`src/controlUnit_consts.svh`:
```
`ifndef CONTROLUNIT_CONSTS_SVH
`define CONTROLUNIT_CONSTS_SVH

`default_nettype none

// instruction fields
`define OPCODE_RTYPE     6'h00

// supported R-type funct codes
`define FUNCT_MULT       6'h18
`define FUNCT_DIV        6'h1A
`define FUNCT_MFHI       6'h10
`define FUNCT_MFLO       6'h12
`define FUNCT_JR         6'h08

// register write-back source
`define MEMTOREG_HI      3'd2
`define MEMTOREG_LO      3'd3

// next PC source
`define PCSRC_ALU        2'd0
`define PCSRC_EXCVEC     2'd3

// ALU operand selects
`define ALUSRCA_PC       2'd0
`define ALUSRCA_REGA     2'd1
`define ALUSRCB_FOUR     3'd1

// ALU operations
`define ALUOP_ADD        3'd0
`define ALUOP_PASSA      3'd1

// exception cause codes, written with EPC
`define CAUSE_NONE       2'd0
`define CAUSE_OPCODE     2'd1
`define CAUSE_OVERFLOW   2'd2
`define CAUSE_DIVZERO    2'd3

// execute cycles spent in mult and div
`define MULDIV_CYCLES    4

`default_nettype wire

`endif

```
`src/controlPkg.sv`:
```
`default_nettype none

package controlPkg;

    // instruction register fields
    typedef logic [5:0] opcode_t;
    typedef logic [5:0] funct_t;

    // datapath selector widths
    typedef logic [2:0] memToReg_t;
    typedef logic [1:0] aluSrcA_t;
    typedef logic [2:0] aluSrcB_t;
    typedef logic [2:0] aluOp_t;
    typedef logic [1:0] pcSource_t;
    typedef logic [1:0] excCause_t;

    typedef enum logic [2:0] {
        classMult      = 3'd0,
        classDiv       = 3'd1,
        classMfhi      = 3'd2,
        classMflo      = 3'd3,
        classJr        = 3'd4,
        classUndefined = 3'd5
    } instrClass_t;

    typedef enum logic [3:0] {
        stateReset       = 4'd0,
        stateFetch       = 4'd1,
        stateIrLoad      = 4'd2,
        stateDecode      = 4'd3,
        stateMult        = 4'd4,
        stateDiv         = 4'd5,
        stateMfhi        = 4'd6,
        stateMflo        = 4'd7,
        stateJr          = 4'd8,
        stateExcOpcode   = 4'd9,
        stateExcOverflow = 4'd10,
        stateExcDivZero  = 4'd11
    } ctrlState_t;

    // all datapath strobes and selects, 29 bits
    typedef struct packed {
        logic       pcWrite;
        logic [1:0] iorD;
        logic       memRead;
        logic       irWrite;
        logic       writeA;
        logic       writeB;
        logic       aluOutWrite;
        aluSrcA_t   aluSrcA;
        aluSrcB_t   aluSrcB;
        aluOp_t     aluOp;
        pcSource_t  pcSource;
        logic       multOrDiv;
        logic       hiWrite;
        logic       loWrite;
        memToReg_t  memToReg;
        logic       regWrite;
        logic       regDst;
        logic       epcWrite;
        excCause_t  exception;
    } ctrlWord_t;

endpackage

`default_nettype wire

```
`src/opcodeDecoder.sv`:
```
`include "controlUnit_consts.svh"
`timescale 1ns/1ps
`default_nettype none

module opcodeDecoder (
    input  wire controlPkg::opcode_t    opcode,
    input  wire controlPkg::funct_t     funct,
    output controlPkg::instrClass_t     instrClass
);

    logic isRType;

    assign isRType = (opcode == `OPCODE_RTYPE);

    // only R-type mult, div, mfhi, mflo and jr are implemented
    always_comb begin
        instrClass = controlPkg::classUndefined;
        if (isRType) begin
            case (funct)
                `FUNCT_MULT: begin
                    instrClass = controlPkg::classMult;
                end
                `FUNCT_DIV: begin
                    instrClass = controlPkg::classDiv;
                end
                `FUNCT_MFHI: begin
                    instrClass = controlPkg::classMfhi;
                end
                `FUNCT_MFLO: begin
                    instrClass = controlPkg::classMflo;
                end
                `FUNCT_JR: begin
                    instrClass = controlPkg::classJr;
                end
                default: begin
                    // unknown funct traps like a bad opcode
                    instrClass = controlPkg::classUndefined;
                end
            endcase
        end
    end

endmodule

`default_nettype wire

```
`src/controlSequencer.sv`:
```
`include "controlUnit_consts.svh"
`timescale 1ns/1ps
`default_nettype none

module controlSequencer (
    input  wire logic                    clk,
    input  wire logic                    reset,
    input  wire controlPkg::instrClass_t instrClass,
    input  wire logic                    divZero,
    input  wire logic                    overflow,
    output controlPkg::ctrlState_t       state,
    output logic [1:0]                   muldivPhase
);

    controlPkg::ctrlState_t stateNext;
    logic [1:0]             phaseCount;
    logic                   inMulDiv;
    logic                   lastPhase;

    assign inMulDiv    = (state == controlPkg::stateMult) || (state == controlPkg::stateDiv);
    assign lastPhase   = (phaseCount == 2'(`MULDIV_CYCLES - 1));
    assign muldivPhase = phaseCount;

    always_ff @(posedge clk or posedge reset) begin
        if (reset) begin
            state      <= controlPkg::stateReset;
            phaseCount <= '0;
        end else begin
            state <= stateNext;
            // decode precedes every mult/div, so the count starts at 0
            if (inMulDiv) begin
                phaseCount <= phaseCount + 2'd1;
            end else begin
                phaseCount <= '0;
            end
        end
    end

    always_comb begin
        stateNext = state;
        case (state)
            controlPkg::stateReset: begin
                stateNext = controlPkg::stateFetch;
            end
            controlPkg::stateFetch: begin
                stateNext = controlPkg::stateIrLoad;
            end
            controlPkg::stateIrLoad: begin
                stateNext = controlPkg::stateDecode;
            end
            controlPkg::stateDecode: begin
                // IR is valid from here on, class is stable
                case (instrClass)
                    controlPkg::classMult: stateNext = controlPkg::stateMult;
                    controlPkg::classDiv:  stateNext = controlPkg::stateDiv;
                    controlPkg::classMfhi: stateNext = controlPkg::stateMfhi;
                    controlPkg::classMflo: stateNext = controlPkg::stateMflo;
                    controlPkg::classJr:   stateNext = controlPkg::stateJr;
                    default:               stateNext = controlPkg::stateExcOpcode;
                endcase
            end
            controlPkg::stateMult: begin
                // overflow only counts on the final cycle
                if (lastPhase) begin
                    stateNext = overflow ? controlPkg::stateExcOverflow
                                         : controlPkg::stateFetch;
                end
            end
            controlPkg::stateDiv: begin
                if (lastPhase) begin
                    stateNext = divZero ? controlPkg::stateExcDivZero
                                        : controlPkg::stateFetch;
                end
            end
            controlPkg::stateMfhi,
            controlPkg::stateMflo,
            controlPkg::stateJr: begin
                stateNext = controlPkg::stateFetch;
            end
            controlPkg::stateExcOpcode,
            controlPkg::stateExcOverflow,
            controlPkg::stateExcDivZero: begin
                // vector already loaded into PC
                stateNext = controlPkg::stateFetch;
            end
            default: begin
                stateNext = controlPkg::stateFetch;
            end
        endcase
    end

endmodule

`default_nettype wire

```
`src/controlWordEncoder.sv`:
```
`include "controlUnit_consts.svh"
`timescale 1ns/1ps
`default_nettype none

module controlWordEncoder (
    input  wire controlPkg::ctrlState_t state,
    input  wire logic [1:0]             muldivPhase,
    output controlPkg::ctrlWord_t       ctrl
);

    controlPkg::excCause_t cause;
    logic                  lastPhase;
    logic                  hiLoWindow;

    assign lastPhase = (muldivPhase == 2'(`MULDIV_CYCLES - 1));

    // HI/LO written between the first and the last execute cycle
    assign hiLoWindow = (muldivPhase != 2'd0) && !lastPhase;

    always_comb begin
        case (state)
            controlPkg::stateExcOpcode:   cause = `CAUSE_OPCODE;
            controlPkg::stateExcOverflow: cause = `CAUSE_OVERFLOW;
            controlPkg::stateExcDivZero:  cause = `CAUSE_DIVZERO;
            default:                      cause = `CAUSE_NONE;
        endcase
    end

    always_comb begin
        ctrl = '0;
        case (state)
            controlPkg::stateFetch: begin
                // read instruction, PC + 4
                ctrl.memRead  = 1'b1;
                ctrl.pcWrite  = 1'b1;
                ctrl.aluSrcA  = `ALUSRCA_PC;
                ctrl.aluSrcB  = `ALUSRCB_FOUR;
                ctrl.aluOp    = `ALUOP_ADD;
                ctrl.pcSource = `PCSRC_ALU;
            end
            controlPkg::stateIrLoad: begin
                ctrl.irWrite = 1'b1;
            end
            controlPkg::stateDecode: begin
                ctrl.writeA = 1'b1;
                ctrl.writeB = 1'b1;
            end
            controlPkg::stateMult,
            controlPkg::stateDiv: begin
                // last cycle idles while the flag is sampled
                ctrl.multOrDiv = !lastPhase;
                ctrl.hiWrite   = hiLoWindow;
                ctrl.loWrite   = hiLoWindow;
            end
            controlPkg::stateMfhi: begin
                ctrl.regWrite = 1'b1;
                ctrl.memToReg = `MEMTOREG_HI;
            end
            controlPkg::stateMflo: begin
                ctrl.regWrite = 1'b1;
                ctrl.memToReg = `MEMTOREG_LO;
            end
            controlPkg::stateJr: begin
                // rs passes through the ALU into PC
                ctrl.aluSrcA  = `ALUSRCA_REGA;
                ctrl.aluOp    = `ALUOP_PASSA;
                ctrl.pcSource = `PCSRC_ALU;
                ctrl.pcWrite  = 1'b1;
            end
            controlPkg::stateExcOpcode,
            controlPkg::stateExcOverflow,
            controlPkg::stateExcDivZero: begin
                ctrl.epcWrite  = 1'b1;
                ctrl.pcWrite   = 1'b1;
                ctrl.pcSource  = `PCSRC_EXCVEC;
                ctrl.exception = cause;
            end
            default: begin
                // stateReset keeps everything low
                ctrl = '0;
            end
        endcase
    end

endmodule

`default_nettype wire

```
`src/controlUnit.sv`:
```
`timescale 1ns/1ps
`default_nettype none

module controlUnit (
    input  wire logic                clk,
    input  wire logic                reset,
    input  wire controlPkg::opcode_t opcode,
    input  wire controlPkg::funct_t  funct,
    input  wire logic                divZero,
    input  wire logic                overflow,
    output controlPkg::ctrlWord_t    ctrl
);

    controlPkg::instrClass_t instrClass;
    controlPkg::ctrlState_t  state;
    logic [1:0]              muldivPhase;

    opcodeDecoder u_decoder (
        .opcode     (opcode),
        .funct      (funct),
        .instrClass (instrClass)
    );

    controlSequencer u_sequencer (
        .clk         (clk),
        .reset       (reset),
        .instrClass  (instrClass),
        .divZero     (divZero),
        .overflow    (overflow),
        .state       (state),
        .muldivPhase (muldivPhase)
    );

    // Moore outputs, decoded from state only
    controlWordEncoder u_encoder (
        .state       (state),
        .muldivPhase (muldivPhase),
        .ctrl        (ctrl)
    );

endmodule

`default_nettype wire

```
`config.mk`:
```
export PLATFORM = sky130hd
export DESIGN_NAME = controlUnit
export DESIGN_NICKNAME = d
export VERILOG_FILES = /design/src/controlPkg.sv /design/src/opcodeDecoder.sv /design/src/controlSequencer.sv /design/src/controlWordEncoder.sv /design/src/controlUnit.sv
export VERILOG_INCLUDE_DIRS = /design/src /design/src/src
export SDC_FILE = /design/constraint.sdc
export NUM_CORES = 1
export LEC_CHECK = 0
export ABC_CLOCK_PERIOD_IN_PS = 1790
export CAP_MARGIN = 25
export CORE_UTILIZATION = 50
export CTS_CLUSTER_DIAMETER = 120
export DETAILED_ROUTE_END_ITERATION = 8
export DONT_BUFFER_PORTS = 1
export SETUP_SLACK_MARGIN = 0.2
export SLEW_MARGIN = 20
export SYNTH_ARGS = -nofsm -noshare
export SYNTH_HDL_FRONTEND = slang
export SYNTH_HIERARCHICAL = 1
export SYNTH_SLANG_ARGS = --single-unit
```
`constraint.sdc`:
```
create_clock -name clk -period 1.79 [get_ports clk]
set_input_delay 0.537 -clock clk [delete_from_list [all_inputs] [get_ports clk]]
set_output_delay 0.537 -clock clk [all_outputs]
set_load 0.01 [all_outputs]
```
======== After elaboration in Yosys (flattened, before gate mapping) ========
Cells that the tools add are included.
storage, ports and cells
  bits in registers ....................... 6
  input bits .............................. 16
  output and inout port bits .............. 29
  logic and storage cells ................. 57
operators by class
  add/subtract/negate cells ............... 1
  equality and inequality tests ........... 23
  multiplexer cells ....................... 21
  reduce and logical (&&, ||, !) cells .... 10
operators with widths
  operator                                                                 count
  4-bit one-hot mux with 5 select lines                                    2
  6-bit by 5-bit equality test with 1-bit output, second input constant    4
  4-bit by 3-bit equality test with 1-bit output, second input constant    4
  4-bit equality test, second input constant                               4
  4-bit 2-to-1 mux                                                         4
  3-bit one-hot mux with 5 select lines                                    1
  3-bit 2-to-1 mux                                                         3
  4-bit by 2-bit equality test with 1-bit output, second input constant    2
  3-bit by 2-bit equality test with 1-bit output, second input constant    2
  6-bit by 4-bit equality test with 1-bit output, second input constant    1
  6-bit zero test                                                          1
  1-bit 2-to-1 mux                                                         6
  2-bit 2-to-1 mux                                                         3
  2-bit one-hot mux with 3 select lines                                    1
  3-bit one-hot mux with 2 select lines                                    1
  5-bit OR reduction                                                       1
  4-bit by 1-bit equality test with 1-bit output, second input constant    1
  2-bit by 1-bit inequality test with 1-bit output, second input constant  2
  3-bit by 1-bit equality test with 1-bit output, second input constant    1
  3-bit equality test, second input constant                               1
  3-bit zero test                                                          1
  3-bit OR reduction                                                       1
  2-bit by 1-bit adder with 2-bit output, second input constant            1
  2-bit equality test, second input constant                               1
  other kinds (6)                                                          6

======== Logic depth before layout (Yosys ltp) ========
Gate-level depths: netlist of run 1.
  depth after elaboration ................. 6
  mapped depth ............................ 5

======== Cells and area by module ========
Netlist of run 1, hierarchy kept.
modules (own cells, without submodules)
  module              times used  cells an instance  area an instance (µm²)  sequential area each (µm²)
  controlSequencer    1           32                 334.1                   150.1
  controlWordEncoder  1           38                 262.8                   0.0
  opcodeDecoder       1           9                  78.8                    0.0

======== Worst setup path before layout of run 1 ========
OpenSTA, ideal clock, no wires.
  kind .................................... register -> output
  start ................................... register u_sequencer.state[1]
  end ..................................... output ctrl[25] (netlist bit)
  arrival ................................. 1.196 ns
  path slack .............................. 0.057 ns
  cell stages (with the launch flop) ...... 4
  path through ............................ dfrtp_1 > nand2b_1 > nor3_1 > buf_4
RTL lines
  item                    RTL line                source
  from (decl)             controlSequencer.sv:11  output controlPkg::ctrlState_t state,
  from (signal assigned)  controlSequencer.sv:26  state <= controlPkg::stateReset;
  from (signal assigned)  controlSequencer.sv:29  state <= stateNext;
  to (decl)               controlUnit.sv:11       output controlPkg::ctrlWord_t ctrl

======== Worst setup path after layout of run 1 ========
  start ................................... register u_sequencer.phaseCount[0] (netlist: u_sequencer/muldivPhase[0])
  end ..................................... output ctrl[9] (netlist bit)
between the ends
  word-level cells in the longest chain between the ends .. 4
  elaborated cells between the ends (all ways) .. 5
  those cells by class .................... eq/ne (1); mux (1); reduce/logical (3)
RTL lines
  item                    RTL line                  source
  from (decl)             controlSequencer.sv:16    logic [1:0] phaseCount;
  from (signal assigned)  controlSequencer.sv:32    phaseCount <= phaseCount + 2'd1;
  2-bit equality test     controlWordEncoder.sv:15  assign lastPhase = (muldivPhase == 2'(`MULDIV_CYCLES - 1));
  1-bit zero test         controlWordEncoder.sv:18  assign hiLoWindow = (muldivPhase != 2'd0) && !lastPhase;
  1-bit logical AND *     controlWordEncoder.sv:18
  3-bit 2-to-1 mux *      controlWordEncoder.sv:31  case (state)
Mark *: on every way between the ends. The rest lies on a longest branch, timed or not.

==> results.md, run 1 <==
* DP Wirelength at 1.044 mm
* Commonest non-fill, non-tap cell in the layout: buf_4
* Worst-skew pair later-pin latency at 250 ps
* Area grow syn2layout at 49.07%
* Placed inst area at 644.4 um2
* Htree depth at 1
* Initial Utilization at 0.5696
* I/O pin count at 45
* Pin count of the biggest net entering global routing at 8
* Period utilisation layout at 1.000
* Fin crit period at 1791 ps
* Reg2reg end: u_sequencer/state[3]$_DFFE_PP0P_
* Vias at 693
* Power density over the cells at 1406 nW/um2
* Max Freq at 558.5 MHz
* R2R cell count at 5
* Initial DRC Count at 16
* Via density at 6.079
* PortBufs at 0
* Fillers at 58
* Library cells used by synthesis at 30
* Layout cells sized above 1 at 0.5700
* Total CTS buffers at 3
* Syn Std Cell Area at 675.6 um2
* Reg-to-reg slack, setup at 130 ps
* Register area at 155.1 um2
* Die Footprint at 1502 um2
* Share of the yosys chip area belonging to registers at 0.2222
* Core area at 1186 um2
* # DRC at 0
* Final net count at 119
* Max Buffers Root-to-Sink at 2
* FP Rows at 12
* Peak supply drop at 938.4 uV
* Vias in the first global route at 569
* Final Hold Vio Count at 0
* RSZ-0062 raised after global routing: true
* CP Launch Type: flop
* Element type at the critical path end: primary output
* CTS Root Buffer Type: clkbuf_4
* CP required at 1250 ps
* CP cell instances: ha_4 > nor3b_4
* Final wirelength at 2.318 mm
* Ant. Diodes at 0
* Worst setup margin at -0.5126 ps
* Syn Area/Cell at 8.553 um2
* Critical Path Slowest Stage Cell: dfrtp_1
* Critical path's largest stage delay at 420 ps
* Status: complete, but fails checks
* Initial antenna violation count at 0
* Die height at 38.76 um
* Leading cell types in the layout, fill and taps excluded: buf_4 (18), conb_1 (10)
* Crit path kind: flop to primary output
* First-pass GRT wire length at 2.739 mm
* Max-Cap Viols at 0
* Synth warnings at 6
* Worst EP arrival at 1250 ps
* CTS tree: built
* Max Slew Vio Count at 0
* Overall power at 1.416 mW
* Worst r2r src: u_sequencer/state[2]$_DFFE_PP0P_
* CTS Hold Buffers Added at 0
* Design area at 1007 um2
* Pleak at 0.4295 nW
* Seq cells post-synth at 6
* Detail Route Antenna Nets at 0
* Failing checks: negative setup slack
* Hold crit path type: input pin to asynchronous set/reset pin
* Gpl congestion at 0.7813
* Cells after synthesis at 79
* WL per Instance at 20.33 um
* All-Layer GR Usage at 0.2778
* Final setup vio count at 2
* Global route total overflow at 0
* # clock sinks at 6
* Crit Path Max Fanout at 2
* Worst Clk Skew at 0.8016 ps
* Area of the multi-input gates at 545.5 um2
* Clk slew on worst S/H paths at 50 ps
* Die X at 38.76 um
* Drt first pass iters at 5
[Yosys cell counts, drive strengths merged]
cell | count | area [um2]
a221oi | 2 | 30.03
nand3b | 1 | 7.510
nand4 | 1 | 6.260
a31o | 1 | 8.760
o21ba | 1 | 10.01
nand3 | 1 | 5.000
and4b | 1 | 10.01
or3b | 1 | 11.26
nor2b | 1 | 6.260
nor4 | 2 | 33.78
ha | 2 | 25.02
o21bai | 2 | 15.01
buf | 17 | 127.6
nor4b | 2 | 17.52
nand4b | 1 | 8.760
nand2b | 5 | 46.30
a21o | 2 | 15.01
nor3b | 2 | 20.02
a21oi | 3 | 15.01
a31oi | 2 | 12.51
nor2 | 8 | 30.03
inv | 6 | 22.52
conb | 1 | 3.750
nand2 | 2 | 7.510
dfrtp | 6 | 150.1
nor3 | 6 | 30.03
[metal layers]
layer / part of all wire / global-route usage / vias to the layer above / routed length, um
li1: - / - / 299 / -
met3: 0.085 / 0.06936 / 17 / 196
met2: 0.49 / 0.4667 / 52 / 1145
met4: 0.057 / 0.1379 / 0 / 131
met5: 0 / 0 / - / 0
met1: 0.36 / 0.3226 / 325 / 845
[metrics by stage]
stage	std cells	setup WS (ps)	setup TNS [ps]	hold slack [ps]	utilization
2_1_floorplan	88	92.57	0	327.9	-
4_1_cts	106	29.45	0	90.04	0.7616
3_5_place_dp	89	57.06	0	363.8	0.5432
5_1_grt	114	-26.77	-147.0	106.3	0.8492
6_report	114	-0.5126	-1.022	97.28	0.8492
3_3_place_gp	89	114.0	0	356.8	0.5432
[worst max-delay path by stage]
stage | slack [ps] | end | startpoint
final | -0.5 | ctrl[9] | u_sequencer/muldivPhase[0]$_DFF_PP0_
after global routing | -30 | ctrl[12] | u_sequencer/state[2]$_DFFE_PP0P_
after CTS | 30 | ctrl[9] | u_sequencer/muldivPhase[1]$_DFF_PP0_
after detailed placement | 60 | u_sequencer/state[1]$_DFFE_PP0P_ | opcode[4]
after global placement | 110 | u_sequencer/state[1]$_DFFE_PP0P_ | opcode[4]
after floorplan | 90 | ctrl[23] | u_sequencer/state[1]$_DFFE_PP0P_
[state kept, by name, indices dropped and copies added (netlist names)]
register	flops
u_sequencer/muldivPhase	2
u_sequencer/state	4
[worst max-delay path: cells and delay by family (launching register included)]
kind / cells / cell delay (ps)
fa+ha+maj: 1 / 280
flops: 1 / 420
simple gates: 1 / 310
[layout make-up]
type,instances,area share
flip-flops and latches,6,0.1540
clock buffers,4,0.02609
inverters,6,0.02236
multi-input cells,59,0.5416
repair buffers,25,0.2385
well taps,14,0.01739
[cells by family after synthesis]
kind of cell / count (synthesis) / synth area share
AO/OA/AOI/OAI: 13 / 0.1574
adder cells (fa/ha/maj): 2 / 0.03703
buffers and inverters: 23 / 0.2222
flip-flops: 6 / 0.2222
other: 1 / 0.005550
AND/OR/NAND/NOR: 34 / 0.3556
[power by group]
part / internal, mW / switching, mW / leakage (nW)
Sequential: 0.179 / 0.0930 / 0.0736
Combinational: 0.453 / 0.546 / 0.341
Clock: 0.0852 / 0.0604 / 0.0150
Total: 0.716 / 0.700 / 0.429
[what timing repair did]
| item | 4_1_cts | 5_1_grt |
|---|---|---|
| resized for setup | 24 | 7 |
| setup buffers | 13 | 8 |
| endpoints found under the setup margin | 20 | 21 |
| pin swaps | 4 | 7 |
(Power assumes the default switching activity.)
==> inputs of run 2 (changes only) <==
Settings changed: CORE_ASPECT_RATIO from default to 1.2, CORE_UTILIZATION 50 to 40, TNS_END_PERCENT from default to 10.
==> run 2 against run 1 <==
  * The run now ends clean
  * Flip-flop and latch count unchanged
  * Final cell count shrank 6.1%
  * Register-to-register slack improved by 110 ps
  * Worst hold slack got worse by 12 ps
  * Maximum frequency increased by 3.0%
  * Utilization is 29 points lower
  * Critical path depth up 1
  * Largest cell class unchanged
  * Highest routed layer unchanged
==> results.md, run 2 (synthesized netlist as in run 1, its figures left out) <==
* Status: finished clean
* Hold crit path type: input pin to asynchronous set/reset pin
* Initial antenna violation count at 0
* CP startpoint: u_sequencer/muldivPhase[1]$_DFF_PP0_
* Final Hold Vio Count at 0
* Register area at 155.1 um2
* Pleak at 0.3628 nW
* Final setup vio count at 0
* Peak supply drop at 485.8 uV
* Via density at 5.215
* Area of the multi-input gates at 469.2 um2
* Global route total overflow at 0
* Max Freq at 575.2 MHz
* Max reg flops at 4
* R2R cell count at 4
* Total CTS buffers at 3
* Ant. Diodes at 0
* Element type at the critical path end: primary output
* CTS Root Buffer Type: clkbuf_4
* CP Launch Type: flop
* Period utilisation layout at 0.9713
* Power density over the cells at 1425 nW/um2
* WL per Instance at 11.99 um
* PortBufs at 0
* Detail Route Antenna Nets at 0
* Max-Cap Viols at 0
* # DRC at 0
* Leading cell types in the layout, fill and taps excluded: buf_4 (12), conb_1 (10), nor2_1 (6)
* Die Footprint at 1858 um2
* CP cell instances: ha_1 > nor3b_2 > buf_4
* Area grow syn2layout at 23.52%
* Worst EP arrival at 1200 ps
* Reg2reg end: u_sequencer/state[3]$_DFFE_PP0P_
* Vias at 558
* Vias in the first global route at 490
* # clock sinks at 6
* Critical path's largest stage delay at 380 ps
* Worst Clk Skew at 7.063 ps
* First-pass GRT wire length at 1.904 mm
* Initial DRC Count at 5
* Crit path kind: flop to primary output
* Pin count of the biggest net entering global routing at 12
* Hold WS at 85.33 ps
* Reg-to-reg slack, setup at 240 ps
* Top reg by flops: u_sequencer/state
* Gpl congestion at 0.8213
* Final design utilization at 0.5558
* Clk slew on worst S/H paths at 50 ps
* I/O pin count at 45
* Fin crit period at 1739 ps
* Fillers at 140
* Critical Path Slowest Stage Cell: dfrtp_1
* Drt first pass iters at 4
* Commonest non-fill, non-tap cell in the layout: buf_4
* Max Buffers Root-to-Sink at 2
* Final wirelength at 1.283 mm
* RSZ-0062 raised after global routing: true
* Die X at 39.52 um
* CP required at 1250 ps
* Crit Path Max Fanout at 2
* Die height at 47.02 um
* Core area at 1501 um2
* Worst-skew pair later-pin latency at 250 ps
* Worst r2r src: u_sequencer/state[2]$_DFFE_PP0P_
* FP Rows at 15
* Initial Utilization at 0.4500
* Critical Path Sink: ctrl[8]
* Htree depth at 1
* CTS tree: built
* Max Slew Vio Count at 0
* All-Layer GR Usage at 0.1563
* DP Wirelength at 900.5 um
* Final net count at 110
* Layout cells sized above 1 at 0.4444
run 2: cell types whose count changed in the layout (fill, tap and decap cells not counted), moves of 2 or more:
cell    before  now
nor2_1       4    6
nor2_4       4    2
buf_12       3    1
buf_4       18   12
nor3_1       2    4
run 2: metrics by stage:
stage	instances	setup WS (ps)	TNS, ps	total power, mW	cell area [um2]
after floorplan	88	92.57	0	0.7185	719.4
after global placement	94	122.7	0	0.7542	658.1
after detailed placement	94	71.90	0	0.7629	658.1
after CTS	104	43.89	0	1.070	774.5
after global routing	107	-15.35	-30.70	1.269	834.6
final	107	51.42	0	1.189	834.6
run 2: what timing repair did:
action | 4_1_cts | 5_1_grt
gates resized for setup | 8 | 9
buffers inserted | 7 | 3
hold buffers | 0 | 0
pin swaps | 1 | 4
setup endpoints to repair | 19 | 19
run 2: worst min-delay path by stage:
stage / startpoint / to
5_1_grt: reset / u_sequencer/state[2]$_DFFE_PP0P_
2_1_floorplan: reset / u_sequencer/muldivPhase[0]$_DFF_PP0_
3_3_place_gp: reset / u_sequencer/muldivPhase[0]$_DFF_PP0_
4_1_cts: reset / u_sequencer/state[2]$_DFFE_PP0P_
6_report: reset / u_sequencer/state[2]$_DFFE_PP0P_
3_5_place_dp: reset / u_sequencer/muldivPhase[0]$_DFF_PP0_
run 2: layout make-up:
| class | instances | share of cell area |
|---|---|---|
| multi-input cells | 59 | 0.5622 |
| flip-flops and latches | 6 | 0.1859 |
| repair buffers | 16 | 0.1724 |
| clock buffers | 3 | 0.02699 |
| inverters | 6 | 0.02699 |
| well taps | 17 | 0.02549 |
run 2: routing by layer:
metal  GRT usage  share of wire
met5           0              0
met2      0.2689           0.54
met1      0.1573           0.37
met4      0.1517          0.015
met3     0.01896          0.067
run 2: power breakdown:
group          total (mW)  internal (mW)  switching, mW
combinational       0.803          0.397          0.407
sequential          0.258          0.179         0.0796
clock               0.127         0.0760         0.0514
run 2: worst max-delay path, delay by kind of cell (launching register included):
| kind | cells | cell delay [ps] |
|---|---|---|
| buf+inv | 1 | 150 |
| simple gates | 1 | 150 |
| fa+ha+maj | 1 | 280 |
| flops | 1 | 380 |
